### src/pcs_rx_pkg.sv
/*
 * Shared definitions for the four-lane 64b/66b receive delineator.
 * Sync header and block type codes, meaningful widths, the block kind
 * and frame state enums, and the block, lane mark and beat structs.
 */
package pcs_rx_pkg;

    localparam int NUM_LANES = 4;

    typedef logic [1:0]  sync_hdr_t;
    typedef logic [63:0] blk_payload_t;
    typedef logic [2:0]  term_bytes_t;
    typedef logic [7:0]  err_cnt_t;
    typedef logic [1:0]  lane_idx_t;
    typedef logic [2:0]  err_events_t;

    localparam sync_hdr_t SYNC_DATA = 2'b01;
    localparam sync_hdr_t SYNC_CTRL = 2'b10;

    // Control block type byte, lowest payload byte
    localparam logic [7:0] BT_START  = 8'h78;
    localparam logic [7:0] BT_IDLE   = 8'h1E;
    localparam logic [7:0] BT_TERM_0 = 8'h87;
    localparam logic [7:0] BT_TERM_1 = 8'h99;
    localparam logic [7:0] BT_TERM_2 = 8'hAA;
    localparam logic [7:0] BT_TERM_3 = 8'hB4;
    localparam logic [7:0] BT_TERM_4 = 8'hCC;
    localparam logic [7:0] BT_TERM_5 = 8'hD2;
    localparam logic [7:0] BT_TERM_6 = 8'hE1;
    localparam logic [7:0] BT_TERM_7 = 8'hFF;

    localparam err_cnt_t ERR_CNT_MAX = 8'hFF;

    typedef enum logic [2:0] {
        BLK_DATA,
        BLK_START,
        BLK_TERM,
        BLK_IDLE,
        BLK_ERROR
    } blk_kind_t;

    typedef enum logic {
        FRAME_IDLE,
        FRAME_ACTIVE
    } frame_state_t;

    typedef struct packed {
        sync_hdr_t    hdr;
        blk_payload_t payload;
    } pcs_block_t;

    typedef struct packed {
        logic [NUM_LANES-1:0] lane_valid;
        logic                 sop;
        lane_idx_t            sop_lane;
        logic                 eop;
        lane_idx_t            eop_lane;
        term_bytes_t          eop_bytes;
        logic                 err;
    } lane_marks_t;

    typedef struct packed {
        logic                          valid;
        lane_marks_t                   marks;
        blk_payload_t [NUM_LANES-1:0]  payload;
    } rx_beat_t;

endpackage

### src/beat_output_stage.sv
/*
 * Output beat register.
 * Captures the four lane payloads and the lane marks of a beat,
 * with the marks and valid bit forced low in empty cycles.
 */
`timescale 1ns/1ns

module beat_output_stage (
    input  logic                                              clk_156,
    input  logic                                              async_reset_n,
    input  logic                                              valid_i,
    input  pcs_rx_pkg::lane_marks_t                           marks_i,
    input  pcs_rx_pkg::pcs_block_t [pcs_rx_pkg::NUM_LANES-1:0] blocks_i,
    output pcs_rx_pkg::rx_beat_t                              beat_o
);

    import pcs_rx_pkg::*;

    rx_beat_t beat_d;

    always_comb begin
        beat_d.valid = valid_i;

        if (valid_i) begin
            beat_d.marks = marks_i;
        end else begin
            beat_d.marks = '0;
        end

        // Sync headers are not part of the beat
        for (int i = 0; i < NUM_LANES; i++) begin
            beat_d.payload[i] = blocks_i[i].payload;
        end
    end

    always_ff @(posedge clk_156 or negedge async_reset_n) begin
        if (!async_reset_n) begin
            beat_o <= '0;
        end else begin
            beat_o <= beat_d;
        end
    end

endmodule

### src/block_classifier.sv
/*
 * Single lane 66-bit block decoder.
 * Sorts a block into data, start, terminate, idle or error
 * and gives the frame byte count of a terminate block.
 */
`timescale 1ns/1ns

module block_classifier (
    input  pcs_rx_pkg::pcs_block_t  block_i,
    output pcs_rx_pkg::blk_kind_t   kind_o,
    output pcs_rx_pkg::term_bytes_t term_bytes_o
);

    import pcs_rx_pkg::*;

    logic [7:0] type_byte;

    assign type_byte = block_i.payload[7:0];

    always_comb begin
        kind_o       = BLK_ERROR;
        term_bytes_o = '0;

        if (block_i.hdr == SYNC_DATA) begin
            kind_o = BLK_DATA;
        end else if (block_i.hdr == SYNC_CTRL) begin
            // Terminate code n carries n frame bytes
            case (type_byte)
                BT_START:  kind_o = BLK_START;
                BT_IDLE:   kind_o = BLK_IDLE;
                BT_TERM_0: kind_o = BLK_TERM;
                BT_TERM_1: begin
                    kind_o       = BLK_TERM;
                    term_bytes_o = 3'd1;
                end
                BT_TERM_2: begin
                    kind_o       = BLK_TERM;
                    term_bytes_o = 3'd2;
                end
                BT_TERM_3: begin
                    kind_o       = BLK_TERM;
                    term_bytes_o = 3'd3;
                end
                BT_TERM_4: begin
                    kind_o       = BLK_TERM;
                    term_bytes_o = 3'd4;
                end
                BT_TERM_5: begin
                    kind_o       = BLK_TERM;
                    term_bytes_o = 3'd5;
                end
                BT_TERM_6: begin
                    kind_o       = BLK_TERM;
                    term_bytes_o = 3'd6;
                end
                BT_TERM_7: begin
                    kind_o       = BLK_TERM;
                    term_bytes_o = 3'd7;
                end
                default:   kind_o = BLK_ERROR;
            endcase
        end
    end

endmodule

### src/errd_blk_counter.sv
/*
 * Saturating errored block counter.
 * Adds the error events of each beat, holds at the maximum,
 * and returns to zero on a clear pulse.
 */
`timescale 1ns/1ns

module errd_blk_counter (
    input  logic                    clk_156,
    input  logic                    async_reset_n,
    input  logic                    clear_i,
    input  pcs_rx_pkg::err_events_t events_i,
    output pcs_rx_pkg::err_cnt_t    count_o
);

    import pcs_rx_pkg::*;

    logic [$bits(err_cnt_t):0] sum;
    err_cnt_t                  count_d;

    assign sum = {1'b0, count_o} + {{($bits(err_cnt_t) - $bits(err_events_t) + 1){1'b0}}, events_i};

    always_comb begin
        if (sum > {1'b0, ERR_CNT_MAX}) begin
            count_d = ERR_CNT_MAX;
        end else begin
            count_d = sum[$bits(err_cnt_t)-1:0];
        end
    end

    // Clear wins over the events of the same beat
    always_ff @(posedge clk_156 or negedge async_reset_n) begin
        if (!async_reset_n) begin
            count_o <= '0;
        end else if (clear_i) begin
            count_o <= '0;
        end else begin
            count_o <= count_d;
        end
    end

endmodule

### src/frame_fsm.sv
/*
 * Frame state machine over the four lanes of a beat.
 * Walks lanes 0 to 3 in one pass, marks payload lanes, start and
 * end of frame, and counts blocks that break the framing rules.
 */
`timescale 1ns/1ns

module frame_fsm (
    input  logic                                               clk_156,
    input  logic                                               async_reset_n,
    input  logic                                               valid_i,
    input  pcs_rx_pkg::blk_kind_t   [pcs_rx_pkg::NUM_LANES-1:0] kinds_i,
    input  pcs_rx_pkg::term_bytes_t [pcs_rx_pkg::NUM_LANES-1:0] term_bytes_i,
    output pcs_rx_pkg::lane_marks_t                            marks_o,
    output pcs_rx_pkg::err_events_t                            err_events_o
);

    import pcs_rx_pkg::*;

    frame_state_t state_q;
    frame_state_t state_d;

    //////////////////////////////
    // Lane walk
    //////////////////////////////
    always_comb begin
        frame_state_t walk;

        walk         = state_q;
        marks_o      = '0;
        err_events_o = '0;

        if (valid_i) begin
            for (int i = 0; i < NUM_LANES; i++) begin
                case (kinds_i[i])
                    BLK_START: begin
                        // Start inside a frame aborts the old one
                        if (walk == FRAME_ACTIVE) begin
                            marks_o.err  = 1'b1;
                            err_events_o = err_events_o + 3'd1;
                        end
                        marks_o.sop      = 1'b1;
                        marks_o.sop_lane = lane_idx_t'(i);
                        walk             = FRAME_ACTIVE;
                    end
                    BLK_DATA: begin
                        if (walk == FRAME_ACTIVE) begin
                            marks_o.lane_valid[i] = 1'b1;
                        end else begin
                            marks_o.err  = 1'b1;
                            err_events_o = err_events_o + 3'd1;
                        end
                    end
                    BLK_TERM: begin
                        if (walk == FRAME_ACTIVE) begin
                            marks_o.lane_valid[i] = 1'b1;
                            marks_o.eop           = 1'b1;
                            marks_o.eop_lane      = lane_idx_t'(i);
                            marks_o.eop_bytes     = term_bytes_i[i];
                            walk                  = FRAME_IDLE;
                        end else begin
                            marks_o.err  = 1'b1;
                            err_events_o = err_events_o + 3'd1;
                        end
                    end
                    BLK_IDLE: begin
                        if (walk == FRAME_ACTIVE) begin
                            marks_o.err  = 1'b1;
                            err_events_o = err_events_o + 3'd1;
                            walk         = FRAME_IDLE;
                        end
                    end
                    default: begin
                        // Error block, aborts any open frame
                        marks_o.err  = 1'b1;
                        err_events_o = err_events_o + 3'd1;
                        walk         = FRAME_IDLE;
                    end
                endcase
            end
        end

        state_d = walk;
    end

    //////////////////////////////
    // State register
    //////////////////////////////
    always_ff @(posedge clk_156 or negedge async_reset_n) begin
        if (!async_reset_n) begin
            state_q <= FRAME_IDLE;
        end else begin
            state_q <= state_d;
        end
    end

endmodule

### src/pcs_rx_top.sv
/*
 * Receive frame delineator top level.
 * Four lane classifiers, the frame state machine, the errored
 * block counter and the output beat register.
 */
`timescale 1ns/1ns

module pcs_rx_top (
    input  logic                                              clk_156,
    input  logic                                              async_reset_n,
    input  pcs_rx_pkg::pcs_block_t [pcs_rx_pkg::NUM_LANES-1:0] rx_blocks_i,
    input  logic                                              rx_valid_i,
    input  logic                                              clear_errblk_i,
    output pcs_rx_pkg::rx_beat_t                              rx_beat_o,
    output pcs_rx_pkg::err_cnt_t                              errd_blks_o
);

    import pcs_rx_pkg::*;

    blk_kind_t   [NUM_LANES-1:0] lane_kinds;
    term_bytes_t [NUM_LANES-1:0] lane_term_bytes;
    lane_marks_t                 lane_marks;
    err_events_t                 err_events;

    // Lane 0 is first in time
    for (genvar g = 0; g < NUM_LANES; g++) begin : g_lane
        block_classifier block_classifier_i (
            .block_i      (rx_blocks_i[g]),
            .kind_o       (lane_kinds[g]),
            .term_bytes_o (lane_term_bytes[g])
        );
    end

    frame_fsm frame_fsm_i (
        .clk_156       (clk_156),
        .async_reset_n (async_reset_n),
        .valid_i       (rx_valid_i),
        .kinds_i       (lane_kinds),
        .term_bytes_i  (lane_term_bytes),
        .marks_o       (lane_marks),
        .err_events_o  (err_events)
    );

    errd_blk_counter errd_blk_counter_i (
        .clk_156       (clk_156),
        .async_reset_n (async_reset_n),
        .clear_i       (clear_errblk_i),
        .events_i      (err_events),
        .count_o       (errd_blks_o)
    );

    beat_output_stage beat_output_stage_i (
        .clk_156       (clk_156),
        .async_reset_n (async_reset_n),
        .valid_i       (rx_valid_i),
        .marks_i       (lane_marks),
        .blocks_i      (rx_blocks_i),
        .beat_o        (rx_beat_o)
    );

endmodule

### config.mk
export PLATFORM = sky130hd
export DESIGN_NAME = pcs_rx_top
export DESIGN_NICKNAME = d
export VERILOG_FILES = /design/src/pcs_rx_pkg.sv /design/src/beat_output_stage.sv /design/src/block_classifier.sv /design/src/errd_blk_counter.sv /design/src/frame_fsm.sv /design/src/pcs_rx_top.sv
export SDC_FILE = /design/constraint.sdc
export NUM_CORES = 1
export LEC_CHECK = 0
export BUFFER_PORTS_ARGS = -buffer_cell sky130_fd_sc_hd__buf_4
export CAP_MARGIN = 10
export CORE_AREA = 2 2 211 213
export DETAILED_ROUTE_END_ITERATION = 8
export DIE_AREA = 0 0 213 215
export PLACE_DENSITY = 0.42
export RECOVER_POWER = 50
export SLEW_MARGIN = 10
export SYNTH_ARGS = -nofsm -noshare
export SYNTH_HDL_FRONTEND = slang
export SYNTH_SLANG_ARGS = --single-unit
### constraint.sdc
create_clock -name clk_156 -period 12.1 [get_ports clk_156]
set_input_delay 2.42 -clock clk_156 [delete_from_list [all_inputs] [get_ports clk_156]]
set_output_delay 2.42 -clock clk_156 [all_outputs]
set_load 0.02 [all_outputs]
==> results of run 1 <==
==> state kept, by name, indices dropped and copies added, names as in the netlist <==
signal,cells
frame_fsm_i.state_q,1
errd_blk_counter_i.count_o,8
beat_output_stage_i.beat_o,271
==> worst register-to-register path: cells and delay by family (launching register included) <==
family,cells,cell delay [ns]
adders and majority gates,4,1.32
AOI/OAI and AO/OA,6,0.91
DFF,1,0.42
and+or+nand+nor,8,1.53
==> worst min-delay path by stage <==
| stage | depth (start not counted) | endpoint |
|---|---|---|
| finish | 2 | frame_fsm_i.state_q |
| global route | 2 | errd_blk_counter_i.count_o[5] |
| detailed placement | 2 | frame_fsm_i.state_q |
| CTS | 2 | frame_fsm_i.state_q |
| floorplan | 2 | frame_fsm_i.state_q |
| global placement | 2 | frame_fsm_i.state_q |
==> metal layers <==
metal | wire length, um | share of wire
met1 | 12200 | 0.34
met2 | 20100 | 0.55
met3 | 3340 | 0.092
met4 | 674 | 0.019
met5 | 0 | 0
==> cell type report <==
class / instances / share of cell area
multi-input cells: 267 / 0.126
flip-flops and latches: 280 / 0.471
diodes: 5 / 0.000841
well taps: 592 / 0.0498
clock inverters: 11 / 0.0103
inverters: 13 / 0.00328
repair buffers: 549 / 0.268
clock buffers: 52 / 0.0708
==> cells by family (layout without fill, tap and decap cells) <==
group	after synthesis	in the layout	synth area share
AND/OR/NAND/NOR	162	162	0.114
other	0	5	0
AO/OA/AOI/OAI	87	87	0.0701
flip-flops	280	280	0.776
multiplexers	2	2	0.00222
XOR/XNOR	6	6	0.00665
adder cells (fa/ha/maj)	10	10	0.0147
buffers and inverters	35	625	0.0157
==> through the flow <==
stage	setup slack (ns)	power [mW]	cells	area, sq um
after detailed placement	5.06	1.31	1701	13800
after global routing	3.12	2.48	1769	14900
final	4.35	2.36	1769	14900
after floorplan	5.62	1.12	582	9030
after global placement	5.08	1.31	1701	13800
after CTS	5.65	2.42	1764	15000
==> power groups by stage <==
stage               sequential [mW]  combinational, mW  clock, mW
detailed placement             1.02              0.294          0
finish                         1.00              0.278       1.08
global placement               1.02              0.293          0
CTS                            1.00              0.294       1.13
floorplan                      1.08             0.0424          0
global route                   1.00              0.302       1.17
==> placed cells by master, fill, tap and decap left out, types with 4 or more instances in the layout <==
cell type    n
buf_4      288
dfrtp_1    280
clkbuf_4   224
clkbuf_1    46
clkbuf_16   38
nor2_1      27
nand2_1     25
a21oi_1     20
nor2b_1     15
nor4bb_1    14
inv_1       13
a31oi_1     11
nand3_1     10
nor3_1       9
ha_1         9
nand4_1      8
o31ai_1      8
o21ai_0      7
nand2b_1     7
and4bb_2     7
and3_1       6
diode_2      5
clkbuf_8     5
and2_1       4
nor4_1       4
a21o_1       4
xnor2_1      4
clkinv_2     4
==> out/metrics.yaml, run 1 <==
timing:
  hold_viol: 0
  worstMarginPinSlew_ns: 5.65
  fin_crit_sh: 0.641
  clock-skew-final_ns: 0.0152
  tns_ns: 0
  setup-violations-final: 0
  maxSlewHeadroom: -2.76
  holdWs_ns: 0.621
  fmax_mhz: 129
  fin_crit_ns: 7.75
  rsz0062_at_grt: "false"
  drv_slew: 104
route:
  viasPerCell: 3.93
  vias: 6948
  wl_per_cell_um: 20.5
  wirelength_um: 36300
  detail-route-antenna-nets: 0
  dr.pass1.iters: 4
  drt_iter0_drc: 222
  drc: 0
worst_setup_path:
  start_kind: "input port"
  crit_path_max_incr_delay_ns: 3.89
  criticalPathCategory: "input port to asynchronous set/reset pin"
  ff2ff_setup_slack_ns: 7.79
  cpMostUsedCell: "buf_4"
  regToRegStartpoint: "frame_fsm_i.state_q"
  cp.depth: 3
  crit_start: "async_reset_n"
  worstPathRequired_ns: 12.66
  crit_chain: "clkbuf_1, buf_4, buf_4"
  crit_path_max_fanout: 103
  cpMaxStageDelayCell: "clkbuf_1"
  crit_arrival_ns: 8.31
  crit_buf_inv: 3
  r2r.worst_path.cells: 18
  crit_path_end: "beat_output_stage_i.beat_o[219]"
  cp-end-kind: "asynchronous set/reset pin"
  critical_path.top_delay_family: "buffers and inverters"
  r2r_end: "errd_blk_counter_i.count_o[1]"
grt:
  top_usage_layer: "met2"
  grt_pass1_wl_um: 51200
  met1_usage: 0.156
  grt_usage: 0.156
  antenna_found_initial: 6
  grt_overflow: 0
  grt_start_max_net_pins: 104
  grtUsageMet3: 0.0625
  use_met2: 0.294
  grt_pass1_vias: 7350
layout:
  drive_gt1_frac: 0.499
  register_area_sq_um: 7010
  nFillCells: 4437
  fin_util: 0.341
  multi_input_area_sq_um: 1880
  area_growth_pct: 64.8
  finalNetCount: 1425
pwr:
  leakagePower_nw: 7.08
  p_clk_frac: 0.458
  irDropWorstVdd_v: 0.0000702
  combPwrFrac: 0.118
  switching_power_mw: 0.582
  swShare: 0.247
  p_seq_frac: 0.424
  p_int_mw: 1.78
  p_per_area_nw_per_um2: 159
floorplan:
  dieArea_sq_um: 45800
  core_area_sq_um: 43600
  initial_utilization: 0.207
  die_y_um: 215
  die_w_um: 213
  io_pins: 547
  row_count: 77
yosys:
  synth-main-ff-cell: "dfrtp_1"
  synth_edf_count: 0
  ys_ff_latch: 280
  synthTopCellsByArea: "dfrtp_1 78%, nor4bb_1 1.6%, ha_1 1.2%, nor2_1 1.1%, a21oi_1 1.1%"
  synth.top_cells.by_count: "280 x dfrtp_1, 27 x nor2_1, 25 x nand2_1"
  synth_area_sq_um: 9030
  syn_inst: 582
  synth.distinct_cells: 73
  ys_seq_area_frac: 0.776
  synth_nets: 860
  synth.top_cell.area_share: 0.776
  post-synth-top-area-cell: "dfrtp_1"
  async_reset_ff_frac: 1.00
  synth_most_common_cell: "dfrtp_1"
  yosys_warnings: 0
  syn_area_per_cell_sq_um: 15.5
min_path:
  hold_path_class: "flip-flop to flip-flop"
  min-delay-start: "frame_fsm_i.state_q"
cts:
  cts_resized: 0
  clk_pin_slew_ns: 0.06
  h-tree-depth: 2
  cts.path.max_buffers: 3
  cts_hold_buf: 0
  clkSinkCount: 280
  insertion_delay_ns: 0.53
  cts_buffers: 36
  cts_root_buf: "clkbuf_16"
  postCtsSetupBuffers: 0
  cts_tree: "done"
run:
  maxCapViolations: 1
place:
  gp_congestion: 0.764
  place.port_buffers: 546
  hpwl_um: 28900
status:
  violations: "max-capacitance violations, max-slew violations"
  run_status: "finished, violations left"
No activity file was read; power rests on OpenSTA's default activity.
==> run 2, diff against run 1 <==
==> constraint.sdc (replaced) <==
create_clock -name clk_156 -period 7.5 [get_ports clk_156]
set_input_delay 1.5 -clock clk_156 [delete_from_list [all_inputs] [get_ports clk_156]]
set_output_delay 1.5 -clock clk_156 [all_outputs]
set_load 0.02 [all_outputs]
==> out/metrics.yaml, run 2 (synthesized netlist as in run 1, its figures left out) <==
layout:
  design_area_sq_um: 14700
  reg_top3: "beat_output_stage_i.beat_o (271), errd_blk_counter_i.count_o (8), frame_fsm_i.state_q (1)"
  nFillCells: 4427
  finalNetCount: 1423
  drive_gt1_frac: 0.465
  largest_reg_flops: 271
  final_cell_mix: "280 x dfrtp_1, 247 x buf_4, 224 x clkbuf_4"
  top_register: "beat_output_stage_i.beat_o"
  area_growth_pct: 63.2
  final_common_cell: "dfrtp_1"
timing:
  drv_slew: 118
  rsz0062_at_grt: "false"
  holdWs_ns: 0.618
  fin_crit_ns: 5.75
  worstMarginPinSlew_ns: 3.10
  fmax_mhz: 174
  clock-skew-final_ns: 0.00732
  maxSlewHeadroom: -1.07
  hold_viol: 0
  tns_ns: 0
  fin_crit_sh: 0.767
  setup-violations-final: 0
floorplan:
  io_pins: 547
  row_count: 77
  die_y_um: 215
  die_w_um: 213
  dieArea_sq_um: 45800
  core_area_sq_um: 43600
  initial_utilization: 0.207
cts:
  cts_buffers: 36
  postCtsSetupBuffers: 0
  insertion_delay_ns: 0.52
  clk_pin_slew_ns: 0.06
  cts_resized: 0
  cts.path.max_buffers: 3
  h-tree-depth: 2
  cts_hold_buf: 0
  cts_root_buf: "clkbuf_16"
  clkSinkCount: 280
  cts_tree: "done"
pwr:
  p_per_area_nw_per_um2: 259
  leakagePower_nw: 6.94
  irDropWorstVdd_v: 0.000133
grt:
  antenna_found_initial: 2
  grt_usage: 0.153
  grt_pass1_wl_um: 50300
  grt_start_max_net_pins: 164
  grt_overflow: 0
  grt_pass1_vias: 7232
worst_setup_path:
  start_kind: "input port"
  criticalPathCategory: "input port to flip-flop"
  crit_path_max_incr_delay_ns: 0.43
  crit_chain: "clkbuf_1, and4bb_2, o21ai_0, o2111ai_1, o21a_1, nor3_1, ha_1, o31ai_1, or2b_4, ha_1, nand2_1, o31ai_1, ha_1, o21ai_0, nor2_1, fa_1, a21oi_1, nor2b_1, and3_1, nand3_1, a21oi_1"
  crit_buf_inv: 1
  crit_arrival_ns: 6.14
  crit_path_max_fanout: 10
  worstPathRequired_ns: 7.89
  cpMostUsedCell: "ha_1"
  cp-end-kind: "flip-flop"
  critical_path.top_delay_family: "simple AND/OR/NAND/NOR gates"
  cpMaxStageDelayCell: "fa_1"
min_path:
  hold_path_class: "flip-flop to flip-flop"
route:
  detail-route-antenna-nets: 0
  drc: 0
  dr.pass1.iters: 4
  wirelength_um: 36100
  wl_per_cell_um: 20.4
  drt_iter0_drc: 284
  viasPerCell: 3.95
  vias: 6972
place:
  postPlaceCellArea_sq_um: 13800
  place.port_buffers: 546
  hpwl_um: 28500
  gp_congestion: 0.768
status:
  run_status: "finished, violations left"
  violations: "max-capacitance violations, max-slew violations"
run:
  maxCapViolations: 1
==> run 2: routing by layer <==
layer  share of wire  routed length, um  track usage  vias to the layer above
met3           0.095               3440       0.0617                       46
met5               0                  0            0                        -
met1            0.33              12000        0.152                     3460
li1                -                  -            -                     3181
met2            0.56              20100        0.291                      285
met4           0.017                621       0.0403                        0
==> run 2: metrics by stage <==
step                 util  total power, mW  setup slack, ns  std cells
finish              0.338             3.82             1.75       1765
global route        0.337             4.00             1.43       1763
CTS                 0.344             3.93             2.00       1763
detailed placement  0.316             2.11             1.43       1699
global placement    0.316             2.11             1.40       1699
floorplan               -             1.80             1.94        582
==> run 2: layout make-up <==
type	count	area (sq um)	area share
diodes	2	5.00	0.000340
clock buffers	54	1050	0.0712
clock inverters	10	169	0.0115
inverters	13	48.8	0.00331
multi-input cells	267	1870	0.127
flip-flops and latches	280	7010	0.476
well taps	592	741	0.0503
repair buffers	547	3840	0.261
==> run 2: path summary, 6_finish.rpt <==
path,slack [ns],endpoint,startpoint,cells after the start
min,0.62,frame_fsm_i.state_q,frame_fsm_i.state_q,2
max reg2reg,3.23,errd_blk_counter_i.count_o[2],frame_fsm_i.state_q,18
min reg2reg,0.62,frame_fsm_i.state_q,frame_fsm_i.state_q,2
max,1.75,errd_blk_counter_i.count_o[2],rx_blocks_i[3],21
max in group asynchronous,3.43,beat_output_stage_i.beat_o[70],async_reset_n,2
min in group asynchronous,1.91,beat_output_stage_i.beat_o[98],async_reset_n,1
==> run 2: power breakdown <==
group          total, mW  leakage (nW)  switching, mW  internal (mW)
clock network       1.76         0.597          0.660           1.10
logic              0.441          3.04          0.251          0.190
registers           1.61          3.31         0.0257           1.59
==> run 2: tightest hold or removal path: stages, from the launching register on <==
cell and delay [ns]:
dfrtp_1 0.42, nor2_1 0.11, a31oi_1 0.04
==> run 3, diff against run 2 <==
--- a/config.mk
+++ b/config.mk
@@ -5,12 +5,13 @@
 export SDC_FILE = /design/constraint.sdc
 export NUM_CORES = 1
 export LEC_CHECK = 0
+export ABC_AREA = 1
 export BUFFER_PORTS_ARGS = -buffer_cell sky130_fd_sc_hd__buf_4
 export CAP_MARGIN = 10
-export CORE_AREA = 2 2 211 213
+export CORE_AREA = 2 2 213 215
 export DETAILED_ROUTE_END_ITERATION = 8
-export DIE_AREA = 0 0 213 215
-export PLACE_DENSITY = 0.42
+export DIE_AREA = 0 0 215 217
+export PLACE_DENSITY = 0.43
 export RECOVER_POWER = 50
 export SLEW_MARGIN = 10
 export SYNTH_ARGS = -nofsm -noshare
==> constraint.sdc (replaced) <==
create_clock -name clk_156 -period 4.85 [get_ports clk_156]
set_input_delay 0.97 -clock clk_156 [delete_from_list [all_inputs] [get_ports clk_156]]
set_output_delay 0.97 -clock clk_156 [all_outputs]
set_load 0.02 [all_outputs]
==> out/metrics.yaml, run 3 <==
route:
  detail-route-antenna-nets: 0
  drc: 0
  dr.pass1.iters: 4
  viasPerCell: 3.76
  vias: 7188
  drt_iter0_drc: 339
  wirelength_um: 36600
  wl_per_cell_um: 19.1
yosys:
  synthTopCellsByArea: "dfrtp_1 78%, nand2_1 5.3%, inv_1 3.0%, nor2_1 2.8%, nand3_1 1.5%"
  yosys_warnings: 0
  synth_most_common_cell: "dfrtp_1"
  post-synth-top-area-cell: "dfrtp_1"
  async_reset_ff_frac: 1.00
  syn_area_per_cell_sq_um: 12.9
  ys_seq_area_frac: 0.781
  synth.top_cells.by_count: "280 x dfrtp_1, 126 x nand2_1, 71 x inv_1"
  synth_area_sq_um: 8970
  synth-main-ff-cell: "dfrtp_1"
  syn_inst: 696
  synth_nets: 974
  ys_ff_latch: 280
  synth_edf_count: 0
  synth.distinct_cells: 35
  synth.top_cell.area_share: 0.781
grt:
  antenna_found_initial: 6
  grt_start_max_net_pins: 94
  grt_pass1_vias: 7496
  grt_overflow: 0
  use_met2: 0.272
  met1_usage: 0.156
  grt_pass1_wl_um: 51700
  top_usage_layer: "met2"
  grtUsageMet3: 0.0766
  grt_usage: 0.154
floorplan:
  io_pins: 547
  row_count: 78
  core_area_sq_um: 44700
  initial_utilization: 0.201
  die_w_um: 215
  dieArea_sq_um: 46700
  die_y_um: 217
timing:
  tns_ns: 0
  fin_crit_ns: 4.38
  maxSlewHeadroom: -0.592
  fmax_mhz: 228
  hold_viol: 0
  setup-violations-final: 0
  drv_slew: 164
  rsz0062_at_grt: "false"
  clock-skew-final_ns: 0.00658
  worst_slack_ns: 0.473
  fin_crit_sh: 0.902
  worstMarginPinSlew_ns: 2.39
cts:
  cts_resized: 0
  clkSinkCount: 280
  cts_tree: "done"
  cts_root_buf: "clkbuf_16"
  clk_pin_slew_ns: 0.06
  cts_buffers: 35
  postCtsSetupBuffers: 0
  cts_hold_buf: 0
  insertion_delay_ns: 0.53
  cts.path.max_buffers: 3
  h-tree-depth: 2
layout:
  area_growth_pct: 65.6
  design_area_sq_um: 14900
  fin_util: 0.332
  final_common_cell: "buf_4"
  final_cell_mix: "297 x buf_4, 280 x dfrtp_1, 223 x clkbuf_4"
  finalNetCount: 1563
  top_register: "beat_output_stage_i.beat_o"
  largest_reg_flops: 271
  nFillCells: 4616
  drive_gt1_frac: 0.467
  reg_top3: "beat_output_stage_i.beat_o (271), errd_blk_counter_i.count_o (8), frame_fsm_i.state_q (1)"
worst_setup_path:
  criticalPathCategory: "input port to flip-flop"
  ff2ff_setup_slack_ns: 1.08
  start_kind: "input port"
  crit_arrival_ns: 4.80
  cpMostUsedCell: "nand2_1"
  crit_path_max_fanout: 7
  worstPathRequired_ns: 5.27
  cpMaxStageDelayCell: "fa_1"
  cp-end-kind: "flip-flop"
  crit_path_max_incr_delay_ns: 0.44
pwr:
  leakagePower_nw: 7.51
  p_per_area_nw_per_um2: 381
  irDropWorstVdd_v: 0.000225
place:
  hpwl_um: 30200
  postPlaceCellArea_sq_um: 13900
  dp_slack_ns: -0.0109
  place.port_buffers: 546
  gp_congestion: 0.840
run:
  maxCapViolations: 2
status:
  violations: "max-capacitance violations, max-slew violations"
  run_status: "finished, violations left"
min_path:
  hold_path_class: "input port to flip-flop"
==> run 3: cell count changes after synthesis, moves of 8 or more <==
cell	before	now
inv_2	0	11
nand3_1	10	26
clkbuf_1	15	1
nor2_1	27	68
a31oi_1	11	3
nand2_2	0	8
nand2_1	25	126
nor2b_1	15	0
inv_1	13	71
nor4bb_1	14	0
==> run 3: through the flow <==
step	std cells	total power, mW	hold slack, ns
2_1_floorplan	696	2.77	0.556
3_3_place_gp	1848	3.25	0.617
3_5_place_dp	1848	3.26	0.613
4_1_cts	1907	5.81	0.459
5_1_grt	1910	5.94	0.520
6_report	1910	5.67	0.557
==> run 3: cell type report <==
type	count	area, sq um	area share
Sequential cell	280	7010	0.472
Antenna cell	3	7.51	0.000505
Timing Repair Buffer	554	4050	0.273
Clock buffer	48	975	0.0656
Tap cell	600	751	0.0505
Multi-Input combinational cell	332	1650	0.111
Inverter	82	308	0.0207
Clock inverter	11	113	0.00758
==> run 3: worst paths after layout <==
| check | startpoint | endpoint | cells past startpoint |
|---|---|---|---|
| max | rx_blocks_i[7] | errd_blk_counter_i.count_o[5] | 30 |
| min | rx_blocks_i[28] | beat_output_stage_i.beat_o[28] | 1 |
| max reg2reg | frame_fsm_i.state_q | errd_blk_counter_i.count_o[5] | 24 |
| min reg2reg | errd_blk_counter_i.count_o[6] | errd_blk_counter_i.count_o[6] | 2 |
| max in group asynchronous | async_reset_n | beat_output_stage_i.beat_o[91] | 2 |
| min in group asynchronous | async_reset_n | beat_output_stage_i.beat_o[119] | 1 |
==> run 3: critical path: cells and delay by family <==
kind,cells,cell delay [ns]
AND/OR/NAND/NOR,16,1.56
buffers and inverters,5,0.42
AO/OA/AOI/OAI,5,0.52
adder cells (fa/ha/maj),4,1.31
==> run 3: power breakdown <==
part / total (mW) / switching [mW] / internal [mW]
logic: 0.687 / 0.387 / 0.300
registers: 2.49 / 0.0385 / 2.45
clock network: 2.49 / 1.02 / 1.47
total: 5.67 / 1.45 / 4.22
==> run 3: metal layers <==
metal | routed length [um] | vias up | share of wire
met3 | 4180 | 58 | 0.11
li1 | - | 3377 | -
met4 | 1070 | 2 | 0.029
met5 | 13 | - | 0.00036
met2 | 19000 | 298 | 0.52
met1 | 12300 | 3453 | 0.34
==> run 3: logic make-up (layout without fill, tap and decap cells) <==
group                      count (synthesis)  after routing  synth area share
DFF                                      280            280             0.781
and+or+nand+nor                          267            267             0.131
buffers and inverters                     84            695            0.0352
AOI/OAI and AO/OA                         51             51            0.0340
adders and majority gates                 10             10            0.0148
xor gates and xnor gates                   4              4           0.00391
other                                      0              3                 0
